**src/include/branch_config.svh**
```systemverilog
`ifndef BRANCH_CONFIG_SVH
`define BRANCH_CONFIG_SVH

// Width of an integer or floating-point operand
`define BR_XLEN 32
// Width of the program counter
`define BR_PC_W 32
// Size of one instruction in bytes; also the displacement scale
`define BR_INSN_BYTES 4

`endif

```
**src/verilog/branch_pkg.sv**
```systemverilog
`default_nettype none

`include "branch_config.svh"

package branch_pkg;

	// ==============================
	// Opcodes
	// ==============================

	// Only the two branch opcodes are named here
	// Every other encoding is treated as a non-branch by the unit
	typedef enum logic [6:0] {
		OP_BCC  = 7'h28,
		OP_FBCC = 7'h29
	} opcode_t;

	// ==============================
	// Instruction and operands
	// ==============================

	// Branch instruction word, opcode sits in the low bits
	// The displacement counts instructions, not bytes
	typedef struct packed {
		logic [16:0] disp;
		logic [4:0]  rb;
		logic [2:0]  cnd;
		opcode_t     opcode;
	} instruction_t;

	// One register operand
	typedef logic [`BR_XLEN-1:0] value_t;

	// ==============================
	// Floating-point compare result
	// ==============================

	// Ordered relations are all low when unord is set
	typedef struct packed {
		logic eq;
		logic lt;
		logic le;
		logic unord;
	} fp_flags_t;

endpackage

`default_nettype wire

```
**src/verilog/fp_compare.sv**
```systemverilog
`default_nettype none

module fp_compare (
	input  branch_pkg::value_t    a_i,
	input  branch_pkg::value_t    b_i,
	output branch_pkg::fp_flags_t flags_o
);

	// IEEE-754 single-precision field layout
	localparam int unsigned SIGN_BIT = 31;
	localparam int unsigned EXP_MSB  = 30;
	localparam int unsigned EXP_LSB  = 23;
	localparam int unsigned MAN_MSB  = 22;

	logic        a_sign;
	logic        b_sign;
	logic [30:0] a_mag;
	logic [30:0] b_mag;
	logic        a_nan;
	logic        b_nan;
	logic        unord;
	logic        both_zero;
	logic        eq_raw;
	logic        lt_raw;

	assign a_sign = a_i[SIGN_BIT];
	assign b_sign = b_i[SIGN_BIT];

	// Exponent and mantissa together order non-negative values like integers
	assign a_mag = a_i[EXP_MSB:0];
	assign b_mag = b_i[EXP_MSB:0];

	// A NaN has an all-ones exponent and a non-zero mantissa
	// Quiet and signalling NaNs are not told apart
	assign a_nan = (&a_i[EXP_MSB:EXP_LSB]) && (|a_i[MAN_MSB:0]);
	assign b_nan = (&b_i[EXP_MSB:EXP_LSB]) && (|b_i[MAN_MSB:0]);
	assign unord = a_nan | b_nan;

	// Plus and minus zero compare equal whatever their signs
	assign both_zero = (a_mag == '0) && (b_mag == '0);
	assign eq_raw    = both_zero || (a_i == b_i);

	// Order by sign first, then by magnitude
	// For two negatives the larger magnitude is the smaller value
	always_comb begin
		if (both_zero) begin
			lt_raw = 1'b0;
		end else if (a_sign != b_sign) begin
			lt_raw = a_sign;
		end else if (a_sign) begin
			lt_raw = a_mag > b_mag;
		end else begin
			lt_raw = a_mag < b_mag;
		end
	end

	// An unordered pair forces every ordered relation low
	assign flags_o.unord = unord;
	assign flags_o.eq    = ~unord & eq_raw;
	assign flags_o.lt    = ~unord & lt_raw;
	assign flags_o.le    = ~unord & (lt_raw | eq_raw);

endmodule

`default_nettype wire

```
**src/verilog/branch_cond_eval.sv**
```systemverilog
`default_nettype none

module branch_cond_eval (
	input  branch_pkg::instruction_t ir_i,
	input  branch_pkg::value_t       a_i,
	input  branch_pkg::value_t       b_i,
	output logic                     taken_o
);

	import branch_pkg::*;

	fp_flags_t fp_flags;
	logic      int_taken;
	logic      fp_taken;

	fp_compare u_fp_compare (
		.a_i     (a_i),
		.b_i     (b_i),
		.flags_o (fp_flags)
	);

	// ==============================
	// Integer conditions
	// ==============================

	always_comb begin
		case (ir_i.cnd)
			3'd0: int_taken = $signed(a_i) < $signed(b_i);
			3'd1: int_taken = $signed(a_i) >= $signed(b_i);
			3'd2: int_taken = a_i < b_i;
			3'd3: int_taken = a_i >= b_i;
			// Bit test on operand a, b is not used
			3'd4: int_taken = a_i[ir_i.rb];
			3'd5: int_taken = 1'b0;
			3'd6: int_taken = a_i == b_i;
			default: int_taken = a_i != b_i;
		endcase
	end

	// ==============================
	// Floating-point conditions
	// ==============================

	always_comb begin
		case (ir_i.cnd)
			3'd0: fp_taken = fp_flags.eq;
			// Not-equal also holds for an unordered pair, eq is low then
			3'd1: fp_taken = ~fp_flags.eq;
			3'd2: fp_taken = fp_flags.lt;
			3'd3: fp_taken = fp_flags.le;
			3'd6: fp_taken = fp_flags.unord;
			3'd7: fp_taken = ~fp_flags.unord;
			// Codes 4 and 5 are reserved and never branch
			default: fp_taken = 1'b0;
		endcase
	end

	// Opcode decides which condition set applies
	always_comb begin
		case (ir_i.opcode)
			OP_BCC: taken_o = int_taken;
			OP_FBCC: taken_o = fp_taken;
			default: taken_o = 1'b0;
		endcase
	end

endmodule

`default_nettype wire

```
**src/verilog/branch_target_gen.sv**
```systemverilog
`default_nettype none

`include "branch_config.svh"

module branch_target_gen (
	input  logic [`BR_PC_W-1:0] pc_i,
	input  logic [16:0]         disp_i,
	output logic [`BR_PC_W-1:0] target_pc_o,
	output logic [`BR_PC_W-1:0] fallthrough_pc_o
);

	// Shift that turns an instruction count into a byte offset
	localparam int unsigned SCALE_SH = $clog2(`BR_INSN_BYTES);

	logic [`BR_PC_W-1:0] disp_ext;
	logic [`BR_PC_W-1:0] disp_bytes;

	// Sign-extend the word displacement to the full PC width
	assign disp_ext   = {{(`BR_PC_W-17){disp_i[16]}}, disp_i};
	assign disp_bytes = disp_ext << SCALE_SH;

	// Both adders run every cycle, the control picks one later
	assign target_pc_o      = pc_i + disp_bytes;
	assign fallthrough_pc_o = pc_i + `BR_PC_W'(`BR_INSN_BYTES);

endmodule

`default_nettype wire

```
**src/verilog/branch_ctrl.sv**
```systemverilog
`default_nettype none

`include "branch_config.svh"

module branch_ctrl (
	input  logic                     clk_i,
	input  logic                     rst_n_i,
	input  logic                     hold_i,
	input  logic                     valid_i,
	input  branch_pkg::instruction_t ir_i,
	input  logic [`BR_PC_W-1:0]      pc_i,
	input  branch_pkg::value_t       a_i,
	input  branch_pkg::value_t       b_i,
	input  logic                     pred_taken_i,
	output branch_pkg::instruction_t s1_ir_o,
	output logic [`BR_PC_W-1:0]      s1_pc_o,
	output branch_pkg::value_t       s1_a_o,
	output branch_pkg::value_t       s1_b_o,
	input  logic                     cond_taken_i,
	input  logic [`BR_PC_W-1:0]      target_pc_i,
	input  logic [`BR_PC_W-1:0]      fallthrough_pc_i,
	output logic                     resolve_valid_o,
	output logic                     taken_o,
	output logic                     mispredict_o,
	output logic [`BR_PC_W-1:0]      redirect_pc_o
);

	import branch_pkg::*;

	logic                advance;

	// Issue stage
	logic                s1_valid;
	instruction_t        s1_ir;
	logic [`BR_PC_W-1:0] s1_pc;
	value_t              s1_a;
	value_t              s1_b;
	logic                s1_pred;

	// Result stage
	logic                s2_valid;
	logic                s2_taken;
	logic                s2_pred;
	logic [`BR_PC_W-1:0] s2_redirect;

	// Both stages move together, a hold freezes the whole pipe
	assign advance = ~hold_i;

	// ==============================
	// Stage valid bits
	// ==============================

	always_ff @(posedge clk_i) begin
		if (!rst_n_i) begin
			s1_valid <= 1'b0;
			s2_valid <= 1'b0;
		end else if (advance) begin
			s1_valid <= valid_i;
			s2_valid <= s1_valid;
		end
	end

	// ==============================
	// Stage payload
	// ==============================

	// Payload only loads when a beat is present in the stage before
	always_ff @(posedge clk_i) begin
		if (advance && valid_i) begin
			s1_ir   <= ir_i;
			s1_pc   <= pc_i;
			s1_a    <= a_i;
			s1_b    <= b_i;
			s1_pred <= pred_taken_i;
		end
		// The redirect mux sits before the register to keep it off the output
		if (advance && s1_valid) begin
			s2_taken    <= cond_taken_i;
			s2_redirect <= cond_taken_i ? target_pc_i : fallthrough_pc_i;
			s2_pred     <= s1_pred;
		end
	end

	assign s1_ir_o = s1_ir;
	assign s1_pc_o = s1_pc;
	assign s1_a_o  = s1_a;
	assign s1_b_o  = s1_b;

	// Fetch only acts on a mispredict that belongs to a live beat
	assign resolve_valid_o = s2_valid;
	assign taken_o         = s2_taken;
	assign redirect_pc_o   = s2_redirect;
	assign mispredict_o    = s2_valid & (s2_taken ^ s2_pred);

	a_valid_known: assert property (
		@(posedge clk_i) disable iff (!rst_n_i)
		!$isunknown(resolve_valid_o)
	);

	// A held cycle leaves every output as it was, payload only matters with a beat
	a_hold_stable: assert property (
		@(posedge clk_i) disable iff (!rst_n_i)
		hold_i |=> $stable({resolve_valid_o, mispredict_o}) &&
			(!resolve_valid_o || $stable({taken_o, redirect_pc_o}))
	);

endmodule

`default_nettype wire

```
**src/verilog/branch_unit.sv**
```systemverilog
`default_nettype none

`include "branch_config.svh"

module branch_unit (
	input  logic                     clk_i,
	input  logic                     rst_n_i,
	input  logic                     hold_i,
	input  logic                     valid_i,
	input  branch_pkg::instruction_t ir_i,
	input  logic [`BR_PC_W-1:0]      pc_i,
	input  branch_pkg::value_t       a_i,
	input  branch_pkg::value_t       b_i,
	input  logic                     pred_taken_i,
	output logic                     resolve_valid_o,
	output logic                     taken_o,
	output logic                     mispredict_o,
	output logic [`BR_PC_W-1:0]      redirect_pc_o
);

	import branch_pkg::*;

	// Issue stage contents feeding the datapath
	instruction_t        s1_ir;
	logic [`BR_PC_W-1:0] s1_pc;
	value_t              s1_a;
	value_t              s1_b;

	// Datapath results going back into the control
	logic                cond_taken;
	logic [`BR_PC_W-1:0] target_pc;
	logic [`BR_PC_W-1:0] fallthrough_pc;

	branch_ctrl u_branch_ctrl (
		.clk_i            (clk_i),
		.rst_n_i          (rst_n_i),
		.hold_i           (hold_i),
		.valid_i          (valid_i),
		.ir_i             (ir_i),
		.pc_i             (pc_i),
		.a_i              (a_i),
		.b_i              (b_i),
		.pred_taken_i     (pred_taken_i),
		.s1_ir_o          (s1_ir),
		.s1_pc_o          (s1_pc),
		.s1_a_o           (s1_a),
		.s1_b_o           (s1_b),
		.cond_taken_i     (cond_taken),
		.target_pc_i      (target_pc),
		.fallthrough_pc_i (fallthrough_pc),
		.resolve_valid_o  (resolve_valid_o),
		.taken_o          (taken_o),
		.mispredict_o     (mispredict_o),
		.redirect_pc_o    (redirect_pc_o)
	);

	branch_cond_eval u_branch_cond_eval (
		.ir_i    (s1_ir),
		.a_i     (s1_a),
		.b_i     (s1_b),
		.taken_o (cond_taken)
	);

	// Displacement comes straight out of the issued instruction
	branch_target_gen u_branch_target_gen (
		.pc_i             (s1_pc),
		.disp_i           (s1_ir.disp),
		.target_pc_o      (target_pc),
		.fallthrough_pc_o (fallthrough_pc)
	);

endmodule

`default_nettype wire

```
**config.mk**
```make
export PLATFORM = sky130hd
export DESIGN_NAME = branch_unit
export DESIGN_NICKNAME = d
export VERILOG_FILES = /design/src/verilog/branch_pkg.sv /design/src/verilog/fp_compare.sv /design/src/verilog/branch_cond_eval.sv /design/src/verilog/branch_target_gen.sv /design/src/verilog/branch_ctrl.sv /design/src/verilog/branch_unit.sv
export VERILOG_INCLUDE_DIRS = /design/src /design/src/include
export SDC_FILE = /design/constraint.sdc
export NUM_CORES = 1
export LEC_CHECK = 0
export ABC_AREA = 0
export BUFFER_PORTS_ARGS = -buffer_cell sky130_fd_sc_hd__clkbuf_2
export CAP_MARGIN = 20
export CORE_UTILIZATION = 28
export CTS_CLUSTER_SIZE = 25
export DETAILED_ROUTE_END_ITERATION = 12
export PLACE_DENSITY_LB_ADDON = 0.08
export REMOVE_ABC_BUFFERS = 1
export SLEW_MARGIN = 20
export SYNTH_ARGS = -nofsm -noshare
export SYNTH_HDL_FRONTEND = slang
export SYNTH_HIERARCHICAL = 1
export SYNTH_SLANG_ARGS = --single-unit
```
**constraint.sdc**
```tcl
create_clock -name clk_i -period 9.36 [get_ports clk_i]
set_input_delay 1.872 -clock clk_i [delete_from_list [all_inputs] [get_ports clk_i]]
set_output_delay 1.872 -clock clk_i [all_outputs]
set_load 0.005 [all_outputs]
```
==> reports/results.txt, run 1 <==
Run status -> finished clean
Share of layout cells above drive strength 1 -> 26.7%
Clock sinks -> 165
Post-layout min period -> 4140 ps
Port buffer count -> 167
Final Cycle Share -> 44.2%
First-pass GRT wire length -> 40.9 mm
Max stage delay on crit path -> 580 ps
Crit Path Category -> flop to flop
HPWL Detailed -> 20.2 mm
Buf/Inv on CP -> 1
GR Overflow Total -> 0
DP Area -> 11300 µm²
CTS tree -> done
Total wire length -> 26.6 mm
Clock network power share -> 36.2%
Proportion of synthesized area in mux cells -> 7.23%
Logic gate share of total power -> 17.0%
Area leader, netlist -> edfxtp_1
Die width -> 192 µm
IO Pins -> 168
Final Hold Vio Count -> 0
Finished Layout Cells -> 1476
Worst-skew pair later-pin latency -> 450 ps
Root Buffer -> clkbuf_16
Critical path's slowest cell -> buf_4
Fill count -> 3621
Post-DRT Antenna Nets -> 0
Share of the synthesized area in the top cell type -> 48.5%
Core area -> 35500 µm²
Most numerous cell in the Yosys netlist -> edfxtp_1
Drt via density -> 4.66
Synth Area in Adders -> 11.7%
Fin util -> 33.6%
Final setup fails -> 0
Setup TNS -> 0 ps
Largest net degree at the start of global routing -> 131
Yosys cell types -> 77
Gpl congestion -> 0.786
Post-cts sizing count -> 0
DR pass1 iterations -> 5
Synth Area in Simple Gates -> 11.5%
Mapped Cells -> 839
Register bit total from synthesis -> 165
Power Density -> 164 nW/µm²
Die H -> 192 µm
RSZ-0062 raised after global routing -> no
Layout Nets -> 1230
Placed Instances -> 1445
Seq/Total Area, Yosys -> 48.9%
Longest Clk Path Bufs -> 2
Top delay family on crit path -> simple AND/OR/NAND/NOR gates
Fin area -> 11900 µm²
Ys flop type -> edfxtp_1
Fin. max-slew vios -> 0
Mean Syn Cell Area -> 12.0 µm²
Post-CTS Setup Bufs -> 0
Initial DRC Count -> 386
Routed len/inst -> 18.1 µm
Worst-path fanout max -> 33
CTS Buf Count -> 17
Worst setup SP type -> flop
Reg clk slew, reported paths -> 70 ps
Vias in the first global route -> 7188
Leakage -> 4.85 nW
Seq pwr share -> 46.7%
Largest family of logic cells by synthesized area -> adder cells
Net Switching -> 0.000536 W
Drt drc -> 0
Slew @ Worst Pin -> 707 ps
Post-synthesis compound-gate area fraction -> 10.5%
Ranking of synthesized cells by area -> edfxtp_1 (49%), ha_1 (12%), mux2_4 (4.5%)
Die area -> 36800 µm²
Initial Util -> 28.4%
P&R area growth vs syn -> 18.2%
Post-CTS Hold Buffers -> 0
Max_slew headroom -> 52.9%
Vias -> 6876
Synth warnings -> 6
Initial antenna violation count -> 0
Mapped Area -> 10100 µm²
Register Area -> 4930 µm²
ANT cells -> 0
Sw frac -> 27.5%
FMAX -> 0.241 GHz
All-layer global routing usage -> 15.0%
Area of the multi-input gates -> 4670 µm²
P_int -> 0.00142 W
Hold Path Class -> flop to flop
Num rows -> 69
Xor/xnor cell area share of the yosys netlist -> 5.12%
Commonest cells post-synth -> edfxtp_1 (163), ha_1 (93), inv_1 (77), a21oi_1 (55), nand2_1 (51)
CP arrival -> 4340 ps
H-tree levels -> 4
Synth async-reset ratio -> 0%
CP Capture Type -> flop
Post-synth EDFFs -> 163
Most used cell, CP -> nand3_1
Max-cap violations -> 0
Worst VDD drop -> 0.000128 V
Clk_skew -> 17.1 ps
Crit path required time -> 9560 ps
Crit-path cells -> ha_1 > nand3_2 > or3_4 > nor3_2 > o21ai_1 > a21bo_1 > a41oi_2 > nand2b_1 > nand3_1 > o21a_1 > o21ai_0 > nand3_1 > o211ai_1 > buf_4 > mux2_2
-- area by class of cell --
type | count | share of cell area, %
tap | 461 | 4.84
clock buffer | 17 | 3.57
sequential | 165 | 41.4
clock inverter | 14 | 1.29
multi-input combinational | 572 | 39.2
timing repair buffer | 170 | 7.30
inverter | 77 | 2.42
-- logic make-up after synthesis --
group,after synthesis
compound gates,159
xor+xnor,59
fa+ha+maj,94
buf+inv,102
flops,165
mux,45
simple gates,215
-- final timing paths --
check	from	to	slack [ps]	cells past startpoint
setup reg to reg	u_branch_ctrl/s1_a_o[30]$_DFFE_PP_	u_branch_ctrl/redirect_pc_o[30]$_DFFE_PP_	5220	15
setup / recovery	u_branch_ctrl/s1_a_o[30]$_DFFE_PP_	u_branch_ctrl/redirect_pc_o[30]$_DFFE_PP_	5220	15
hold / removal	u_branch_ctrl/s1_pred$_DFFE_PP_	u_branch_ctrl/s2_pred$_DFFE_PP_	460	0
hold reg to reg	u_branch_ctrl/s1_pred$_DFFE_PP_	u_branch_ctrl/s2_pred$_DFFE_PP_	460	0
-- power groups by stage --
stage	Clock, W	Sequential, W	Combinational (W)
final	0.000707	0.000913	0.000333
after global routing	0.000765	0.000920	0.000376
after CTS	0.000736	0.000914	0.000336
after detailed placement	0	0.000929	0.000333
after global placement	0	0.000930	0.000337
after floorplan	0	0.000914	0.000236
-- sequential cells by signal, indices dropped and copies added (netlist names) --
signal,cells
u_branch_ctrl/redirect_pc_o,32
u_branch_ctrl/resolve_valid_o,1
u_branch_ctrl/s1_a_o,32
u_branch_ctrl/s1_b_o,32
u_branch_ctrl/s1_ir_o,32
u_branch_ctrl/s1_pc_o,32
u_branch_ctrl/s1_pred,1
u_branch_ctrl/s1_valid,1
u_branch_ctrl/s2_pred,1
u_branch_ctrl/taken_o,1
-- per-stage QoR --
stage               power [W]  hold slack, ps  setup slack (ps)
CTS                   0.00199             459              5170
floorplan             0.00115             400              1090
finish                0.00195             463              5220
global placement      0.00127             442              5270
detailed placement    0.00126             440              5210
global route          0.00206             481              4940
-- layer usage --
metal | up-vias | GRT usage [%] | routed length [µm]
met2 | 129 | 25.9 | 13300
met4 | 0 | 4.15 | 394
met3 | 17 | 3.58 | 895
li1 | 3472 | - | -
met1 | 3258 | 18.6 | 12100
met5 | - | 0 | 0
-- placed cells by master, fill, tap and decap left out, drive strengths merged, types with 4 or more instances in the layout --
master  instances
nand3b          4
xnor2          33
nand2          51
nor4           16
and4            4
o21a           10
clkinv          7
a21oi          56
mux4           10
o21ai          27
or3             4
o211ai          9
nor2           36
nor2b           7
and2            6
nand3          25
a211oi          8
edfxtp        163
inv            81
nand4          25
mux2           33
clkbuf        184
nor3           14
and3            5
nand2b          9
a21o           14
o21bai          5
xor2           26
ha             93
-- worst reg2reg max path: stages (launching register included) --
cell and delay (ps):
edfxtp_1 470, ha_1 360, nand3_2 90, or3_4 410, nor3_2 230, o21ai_1 160, a21bo_1 230, a41oi_2 170
nand2b_1 120, nand3_1 80, o21a_1 120, o21ai_0 210, nand3_1 100, o211ai_1 120, buf_4 580, mux2_2 440
No activity file was read; power rests on OpenSTA's default activity.
==> run 2, diff against run 1 <==
- clock period: 9.36 -> 3.9 ns (I/O delays scaled with it)
==> reports/results.txt, run 2 (synthesis results as in run 1) <==
Vias in the first global route -> 7162 (was 7188)
Die width -> 192 µm (unchanged)
CP arrival -> 3880 ps (was 4340 ps)
Max_slew headroom -> 52.5% (was 52.9%)
Final Cycle Share -> 94.6% (was 44.2%)
Total wire length -> 27.1 mm (was 26.6 mm)
First-pass GRT wire length -> 40.4 mm (was 40.9 mm)
Most common cell after layout, fill and taps aside -> clkbuf_2 (unchanged)
Die H -> 192 µm (unchanged)
Reg clk slew, reported paths -> 70 ps (about the same)
Core area -> 35500 µm² (unchanged)
Reg2Reg Depth -> 16 (was 15)
Final Hold Vio Count -> 0 (unchanged)
Vias -> 7069 (was 6876)
Initial DRC Count -> 262 (was 386)
Max-cap violations -> 0 (unchanged)
Run status -> finished clean (unchanged)
Crit path to -> u_branch_ctrl/redirect_pc_o[30]$_DFFE_PP_ (unchanged)
WL met3 -> 1.04 mm (was 895 µm)
Power Density -> 396 nW/µm² (was 164 nW/µm²)
Clock sinks -> 165 (unchanged)
Initial antenna violation count -> 2 (was 0)
Most used cell, CP -> nand3_1 (unchanged)
Final setup fails -> 0 (unchanged)
HPWL Detailed -> 20.7 mm (was 20.2 mm)
Worst-path fanout max -> 5 (was 33)
Drt via density -> 4.69 (was 4.66)
Hold WS -> 428 ps (was 463 ps)
All-layer global routing usage -> 14.8% (was 15.0%)
Buf/Inv on CP -> 2 (was 1)
Drt drc -> 0 (unchanged)
Critical path's slowest cell -> or3_4 (was buf_4)
Port buffer count -> 167 (unchanged)
Die area -> 36800 µm² (unchanged)
Top delay family on crit path -> compound AO/OA/AOI/OAI gates (was simple AND/OR/NAND/NOR gates)
Crit-path cells -> ha_1 > nand3_2 > or3_4 > a211o_1 > o211a_2 > a21bo_1 > a41oi_2 > nand2b_1 > nand3_1 > o21a_1 > o21ai_2 > nand3_1 > o211ai_1 > buf_4 > clkbuf_16 > mux2_2 (was ha_1 > nand3_2 > or3_4 > nor3_2 > o21ai_1 > a21bo_1 > a41oi_2 > nand2b_1 > nand3_1 > o21a_1 > o21ai_0 > nand3_1 > o211ai_1 > buf_4 > mux2_2)
Layout Nets -> 1260 (was 1230)
Crit path required time -> 4090 ps (was 9560 ps)
H-tree levels -> 4 (unchanged)
Commonest non-fill, non-tap cells in the layout -> clkbuf_2 (167), edfxtp_1 (163), ha_1 (93), inv_1 (77), a21oi_1 (55) (unchanged)
Worst-skew pair later-pin latency -> 440 ps (was 450 ps)
Post-DRT Antenna Nets -> 0 (unchanged)
Crit Path Category -> flop to flop (unchanged)
Met2 WL post-DR -> 13.6 mm (was 13.3 mm)
Gpl congestion -> 0.799 (was 0.786)
RSZ-0062 raised after global routing -> no (unchanged)
CTS tree -> done (unchanged)
Hold Path Class -> flop to flop (unchanged)
Max stage delay on crit path -> 420 ps (was 580 ps)
Initial Util -> 28.4% (unchanged)
Setup crit start -> u_branch_ctrl/s1_a_o[30]$_DFFE_PP_ (unchanged)
Uppermost layer routed -> met5 (was met4)
Share of layout cells above drive strength 1 -> 29.0% (was 26.7%)
CTS Buf Count -> 17 (unchanged)
GR Overflow Total -> 0 (unchanged)
Largest net degree at the start of global routing -> 131 (unchanged)
Post-CTS Hold Buffers -> 0 (unchanged)
Worst VDD drop -> 0.000301 V (was 0.000128 V)
R2r startpoint -> u_branch_ctrl/s1_a_o[30]$_DFFE_PP_ (unchanged)
Finished Layout Cells -> 1508 (was 1476)
CP Depth -> 16 (was 15)
Num rows -> 69 (unchanged)
CP Capture Type -> flop (unchanged)
Reg2reg setup slack -> 210 ps (was 5220 ps)
Fin. max-slew vios -> 0 (unchanged)
Longest Clk Path Bufs -> 2 (unchanged)
DR pass1 iterations -> 6 (was 5)
Worst setup SP type -> flop (unchanged)
Slew @ Worst Pin -> 713 ps (was 707 ps)
IO Pins -> 168 (unchanged)
M1 wire length -> 12.0 mm (was 12.1 mm)
Placed Instances -> 1458 (was 1445)
Root Buffer -> clkbuf_16 (unchanged)
Routed len/inst -> 18.0 µm (was 18.1 µm)
Post-layout min period -> 3690 ps (was 4140 ps)
Fill count -> 3599 (was 3621)
P&R area growth vs syn -> 21.7% (was 18.2%)
Clk_skew -> 9.79 ps (was 17.1 ps)
FMAX -> 0.271 GHz (was 0.241 GHz)
Capture point of the worst reg-to-reg path -> u_branch_ctrl/redirect_pc_o[30]$_DFFE_PP_ (unchanged)
Leakage -> 5.05 nW (was 4.85 nW)
[run 2: metrics by stage]
stage / area, µm² / setup WS [ps] / TNS [ps] / power (W) / util (%)
6_report: 12300 / 212 / 0 / 0.00486 / 34.6
5_1_grt: 12300 / 11.8 / 0 / 0.00512 / 34.6
4_1_cts: 12100 / 45.8 / 0 / 0.00494 / 34.1
3_5_place_dp: 11500 / 79.2 / 0 / 0.00304 / 32.3
3_3_place_gp: 11400 / 157 / 0 / 0.00305 / 32.2
2_1_floorplan: 9880 / -3270 / -460000 / 0.00276 / -
[run 2: routing by layer]
metal / global-route usage [%] / vias to the layer above
met5: 0 / -
met4: 4.64 / 2
met3: 3.38 / 20
met2: 25.6 / 145
met1: 18.1 / 3365
li1: - / 3537
[run 2: layout make-up]
cell class              count  area [µm²]  area share, %
flip-flops and latches    165        4930           40.2
well taps                 461         577           4.70
clock inverters            13         201           1.64
clock buffers              19         433           3.53
diodes                      1        2.50         0.0204
repair buffers            200        1150           9.33
inverters                  77         289           2.35
multi-input cells         572        4700           38.2
[run 2: what timing repair did]
action / CTS / global route
endpoints found under the setup margin: 0 / 32
resized for setup: 0 / 11
endpoints found under the hold margin: 0 / 0
setup buffers: 0 / 14
[run 2: worst reg2reg max path, stage by stage, from the launching register on]
cell	delay, ps
edfxtp_1	400
ha_1	340
nand3_2	100
or3_4	420
a211o_1	290
o211a_2	170
a21bo_1	180
a41oi_2	170
nand2b_1	120
nand3_1	80
o21a_1	140
o21ai_2	110
nand3_1	80
o211ai_1	90
buf_4	220
clkbuf_16	190
mux2_2	330
[run 2: how the worst min path moves through the flow]
stage | cells past startpoint | start | to | slack (ps)
3_5_place_dp | 0 | u_branch_ctrl/s1_pred$_DFFE_PP_ | u_branch_ctrl/s2_pred$_DFFE_PP_ | 410
5_1_grt | 0 | u_branch_ctrl/s1_pred$_DFFE_PP_ | u_branch_ctrl/s2_pred$_DFFE_PP_ | 460
6_report | 0 | u_branch_ctrl/s1_pred$_DFFE_PP_ | u_branch_ctrl/s2_pred$_DFFE_PP_ | 430
3_3_place_gp | 0 | u_branch_ctrl/s1_pred$_DFFE_PP_ | u_branch_ctrl/s2_pred$_DFFE_PP_ | 410
4_1_cts | 0 | u_branch_ctrl/s1_pred$_DFFE_PP_ | u_branch_ctrl/s2_pred$_DFFE_PP_ | 430
2_1_floorplan | 0 | u_branch_ctrl/s1_pred$_DFFE_PP_ | u_branch_ctrl/s2_pred$_DFFE_PP_ | 400
[run 2: power breakdown]
| group | internal [W] | switching (W) | leakage, nW | total, W |
|---|---|---|---|---|
| combinational | 0.000399 | 0.000440 | 3.21 | 0.000839 |
| sequential | 0.00207 | 0.000101 | 1.54 | 0.00217 |
| clock | 0.00114 | 0.000713 | 0.307 | 0.00185 |
| total | 0.00361 | 0.00125 | 5.05 | 0.00486 |
==> run 3, diff against run 2 <==
- CELL_PAD_IN_SITES_DETAIL_PLACEMENT: default -> 1
- CELL_PAD_IN_SITES_GLOBAL_PLACEMENT: default -> 2
- SKIP_CTS_REPAIR_TIMING: default -> 1
- clock period: 3.9 -> 3.05 ns (I/O delays scaled with it)
==> reports/results.txt, run 3 (synthesis results as in run 1) <==
Min-delay src -> b_i[15] (was u_branch_ctrl/s1_pred$_DFFE_PP_)
Buf/Inv on CP -> 3 (was 2)
Hold path cells -> 1 (was 0)
Hold EP -> u_branch_ctrl/s1_b_o[15]$_DFFE_PP_ (was u_branch_ctrl/s2_pred$_DFFE_PP_)
IO Pins -> 168 (unchanged)
Drt drc -> 0 (unchanged)
First-pass GRT wire length -> 44.7 mm (was 40.4 mm)
Fin. max-slew vios -> 0 (unchanged)
Layout Nets -> 1358 (was 1260)
CP arrival -> 3850 ps (was 3880 ps)
FMAX -> 0.274 GHz (was 0.271 GHz)
Leakage -> 5.52 nW (was 5.05 nW)
Reg2reg setup slack -> -600 ps (was 210 ps)
All-layer global routing usage -> 16.3% (was 14.8%)
Vias in the first global route -> 8140 (was 7162)
DR pass1 iterations -> 4 (was 6)
Crit-path cells -> ha_4 > nand3_4 > or3_4 > nor3_4 > nand2_2 > or3_1 > a21oi_2 > nand2b_1 > buf_4 > nand3_1 > o21a_1 > o21ai_1 > nand3_1 > o211ai_1 > buf_6 > clkbuf_16 > mux2_4 (was ha_1 > nand3_2 > or3_4 > a211o_1 > o211a_2 > a21bo_1 > a41oi_2 > nand2b_1 > nand3_1 > o21a_1 > o21ai_2 > nand3_1 > o211ai_1 > buf_4 > clkbuf_16 > mux2_2)
Die width -> 192 µm (unchanged)
CP Capture Type -> flop (unchanged)
Power Density -> 473 nW/µm² (was 396 nW/µm²)
Capture point of the worst reg-to-reg path -> u_branch_ctrl/redirect_pc_o[21]$_DFFE_PP_ (was u_branch_ctrl/redirect_pc_o[30]$_DFFE_PP_)
Largest net degree at the start of global routing -> 39 (was 131)
Max-cap violations -> 0 (unchanged)
Clk_skew -> 12.2 ps (was 9.79 ps)
Reg clk slew, reported paths -> 80 ps (was 70 ps)
Most common cell after layout, fill and taps aside -> clkbuf_2 (unchanged)
Final worst setup slack -> -601 ps (was 212 ps)
Initial Util -> 28.4% (unchanged)
DP Area -> 12300 µm² (was 11500 µm²)
Core area -> 35500 µm² (unchanged)
Routed len/inst -> 18.4 µm (was 18.0 µm)
Worst VDD drop -> 0.000394 V (was 0.000301 V)
Drt via density -> 4.65 (was 4.69)
Worst setup SP type -> flop (unchanged)
Post-layout min period -> 3650 ps (was 3690 ps)
Critical path's slowest cell -> edfxtp_1 (was or3_4)
Crit Path Category -> flop to flop (unchanged)
Fin util -> 37.1% (was 34.6%)
Root Buffer -> clkbuf_16 (unchanged)
Die H -> 192 µm (unchanged)
Slew @ Worst Pin -> 600 ps (was 713 ps)
CTS tree -> done (unchanged)
Num rows -> 69 (unchanged)
Die area -> 36800 µm² (unchanged)
Worst-path fanout max -> 8 (was 5)
HPWL Detailed -> 23.0 mm (was 20.7 mm)
Initial DRC Count -> 218 (was 262)
Hold WS -> 331 ps (was 428 ps)
Setup TNS -> -18960 ps (was 0 ps)
Hold Path Class -> primary input to flop (was flop to flop)
Clock sinks -> 165 (unchanged)
Final Hold Vio Count -> 0 (unchanged)
GR Overflow Total -> 0 (unchanged)
Final Cycle Share -> 120% (was 94.6%)
Initial antenna violation count -> 3 (was 2)
Max stage delay on crit path -> 440 ps (was 420 ps)
RSZ-0062 raised after global routing -> yes (was no)
Gpl congestion -> 0.796 (was 0.799)
Crit path required time -> 3250 ps (was 4090 ps)
Port buffer count -> 167 (unchanged)
Final Power -> 0.00623 W (was 0.00486 W)
Longest Clk Path Bufs -> 2 (unchanged)
P&R area growth vs syn -> 30.4% (was 21.7%)
Total wire length -> 29.5 mm (was 27.1 mm)
H-tree levels -> 4 (unchanged)
Max_slew headroom -> 59.9% (was 52.5%)
Reg2Reg Depth -> 17 (was 16)
Post-DRT Antenna Nets -> 0 (unchanged)
CTS Buf Count -> 17 (unchanged)
Failing checks -> negative setup slack
Share of layout cells above drive strength 1 -> 36.6% (was 29.0%)
Vias -> 7478 (was 7069)
Run status -> finished, violations left (was finished clean)
Most used cell, CP -> nand3_1 (unchanged)
Top delay family on crit path -> simple AND/OR/NAND/NOR gates (was compound AO/OA/AOI/OAI gates)
Worst-skew pair later-pin latency -> 450 ps (was 440 ps)
Fin area -> 13200 µm² (was 12300 µm²)
R2r startpoint -> u_branch_ctrl/s1_a_o[26]$_DFFE_PP_ (was u_branch_ctrl/s1_a_o[30]$_DFFE_PP_)
Final setup fails -> 33 (was 0)
Commonest non-fill, non-tap cells in the layout -> clkbuf_2 (167), edfxtp_1 (163), buf_4 (120), ha_1 (88), inv_1 (77) (was clkbuf_2 (167), edfxtp_1 (163), ha_1 (93), inv_1 (77), a21oi_1 (55))
## run 3: worst max-delay path by stage
stage                                                  start                                   endpoint  cells after the start
after detailed placement  u_branch_ctrl/s1_a_o[11]$_DFFE_PP_  u_branch_ctrl/redirect_pc_o[30]$_DFFE_PP_                     14
after CTS                 u_branch_ctrl/s1_a_o[11]$_DFFE_PP_  u_branch_ctrl/redirect_pc_o[30]$_DFFE_PP_                     14
after global placement    u_branch_ctrl/s1_a_o[11]$_DFFE_PP_  u_branch_ctrl/redirect_pc_o[29]$_DFFE_PP_                     14
final                     u_branch_ctrl/s1_a_o[26]$_DFFE_PP_  u_branch_ctrl/redirect_pc_o[21]$_DFFE_PP_                     17
after floorplan                                       hold_i          u_branch_ctrl/s1_a_o[0]$_DFFE_PP_                      1
after global routing      u_branch_ctrl/s1_a_o[25]$_DFFE_PP_  u_branch_ctrl/redirect_pc_o[10]$_DFFE_PP_                     17
## run 3: final cells by class
type,count,area (µm²)
clock buffers,18,429
inverters,77,289
flip-flops and latches,165,4930
multi-input cells,572,4850
diodes,2,5.00
clock inverters,14,139
repair buffers,298,1940
well taps,461,577
fillers,3907,22300
## run 3: power breakdown
group | internal, W | leakage (nW) | switching [W]
logic | 0.000650 | 3.71 | 0.000653
registers | 0.00265 | 1.54 | 0.000105
clock network | 0.00115 | 0.278 | 0.00102
## run 3: per-stage QoR
stage	setup WS [ps]	instances
finish	-601	1607
global placement	-684	1561
detailed placement	-778	1561
global route	-782	1605
CTS	-817	1593
floorplan	-3950	814
## run 3: routing by layer
metal	global-route usage [%]	share of wire [%]	up-vias
met5	0	0.058	-
met4	4.09	1.3	2
met3	3.69	3.6	18
met2	29.4	52	97
met1	19.3	43	3634
li1	-	-	3727
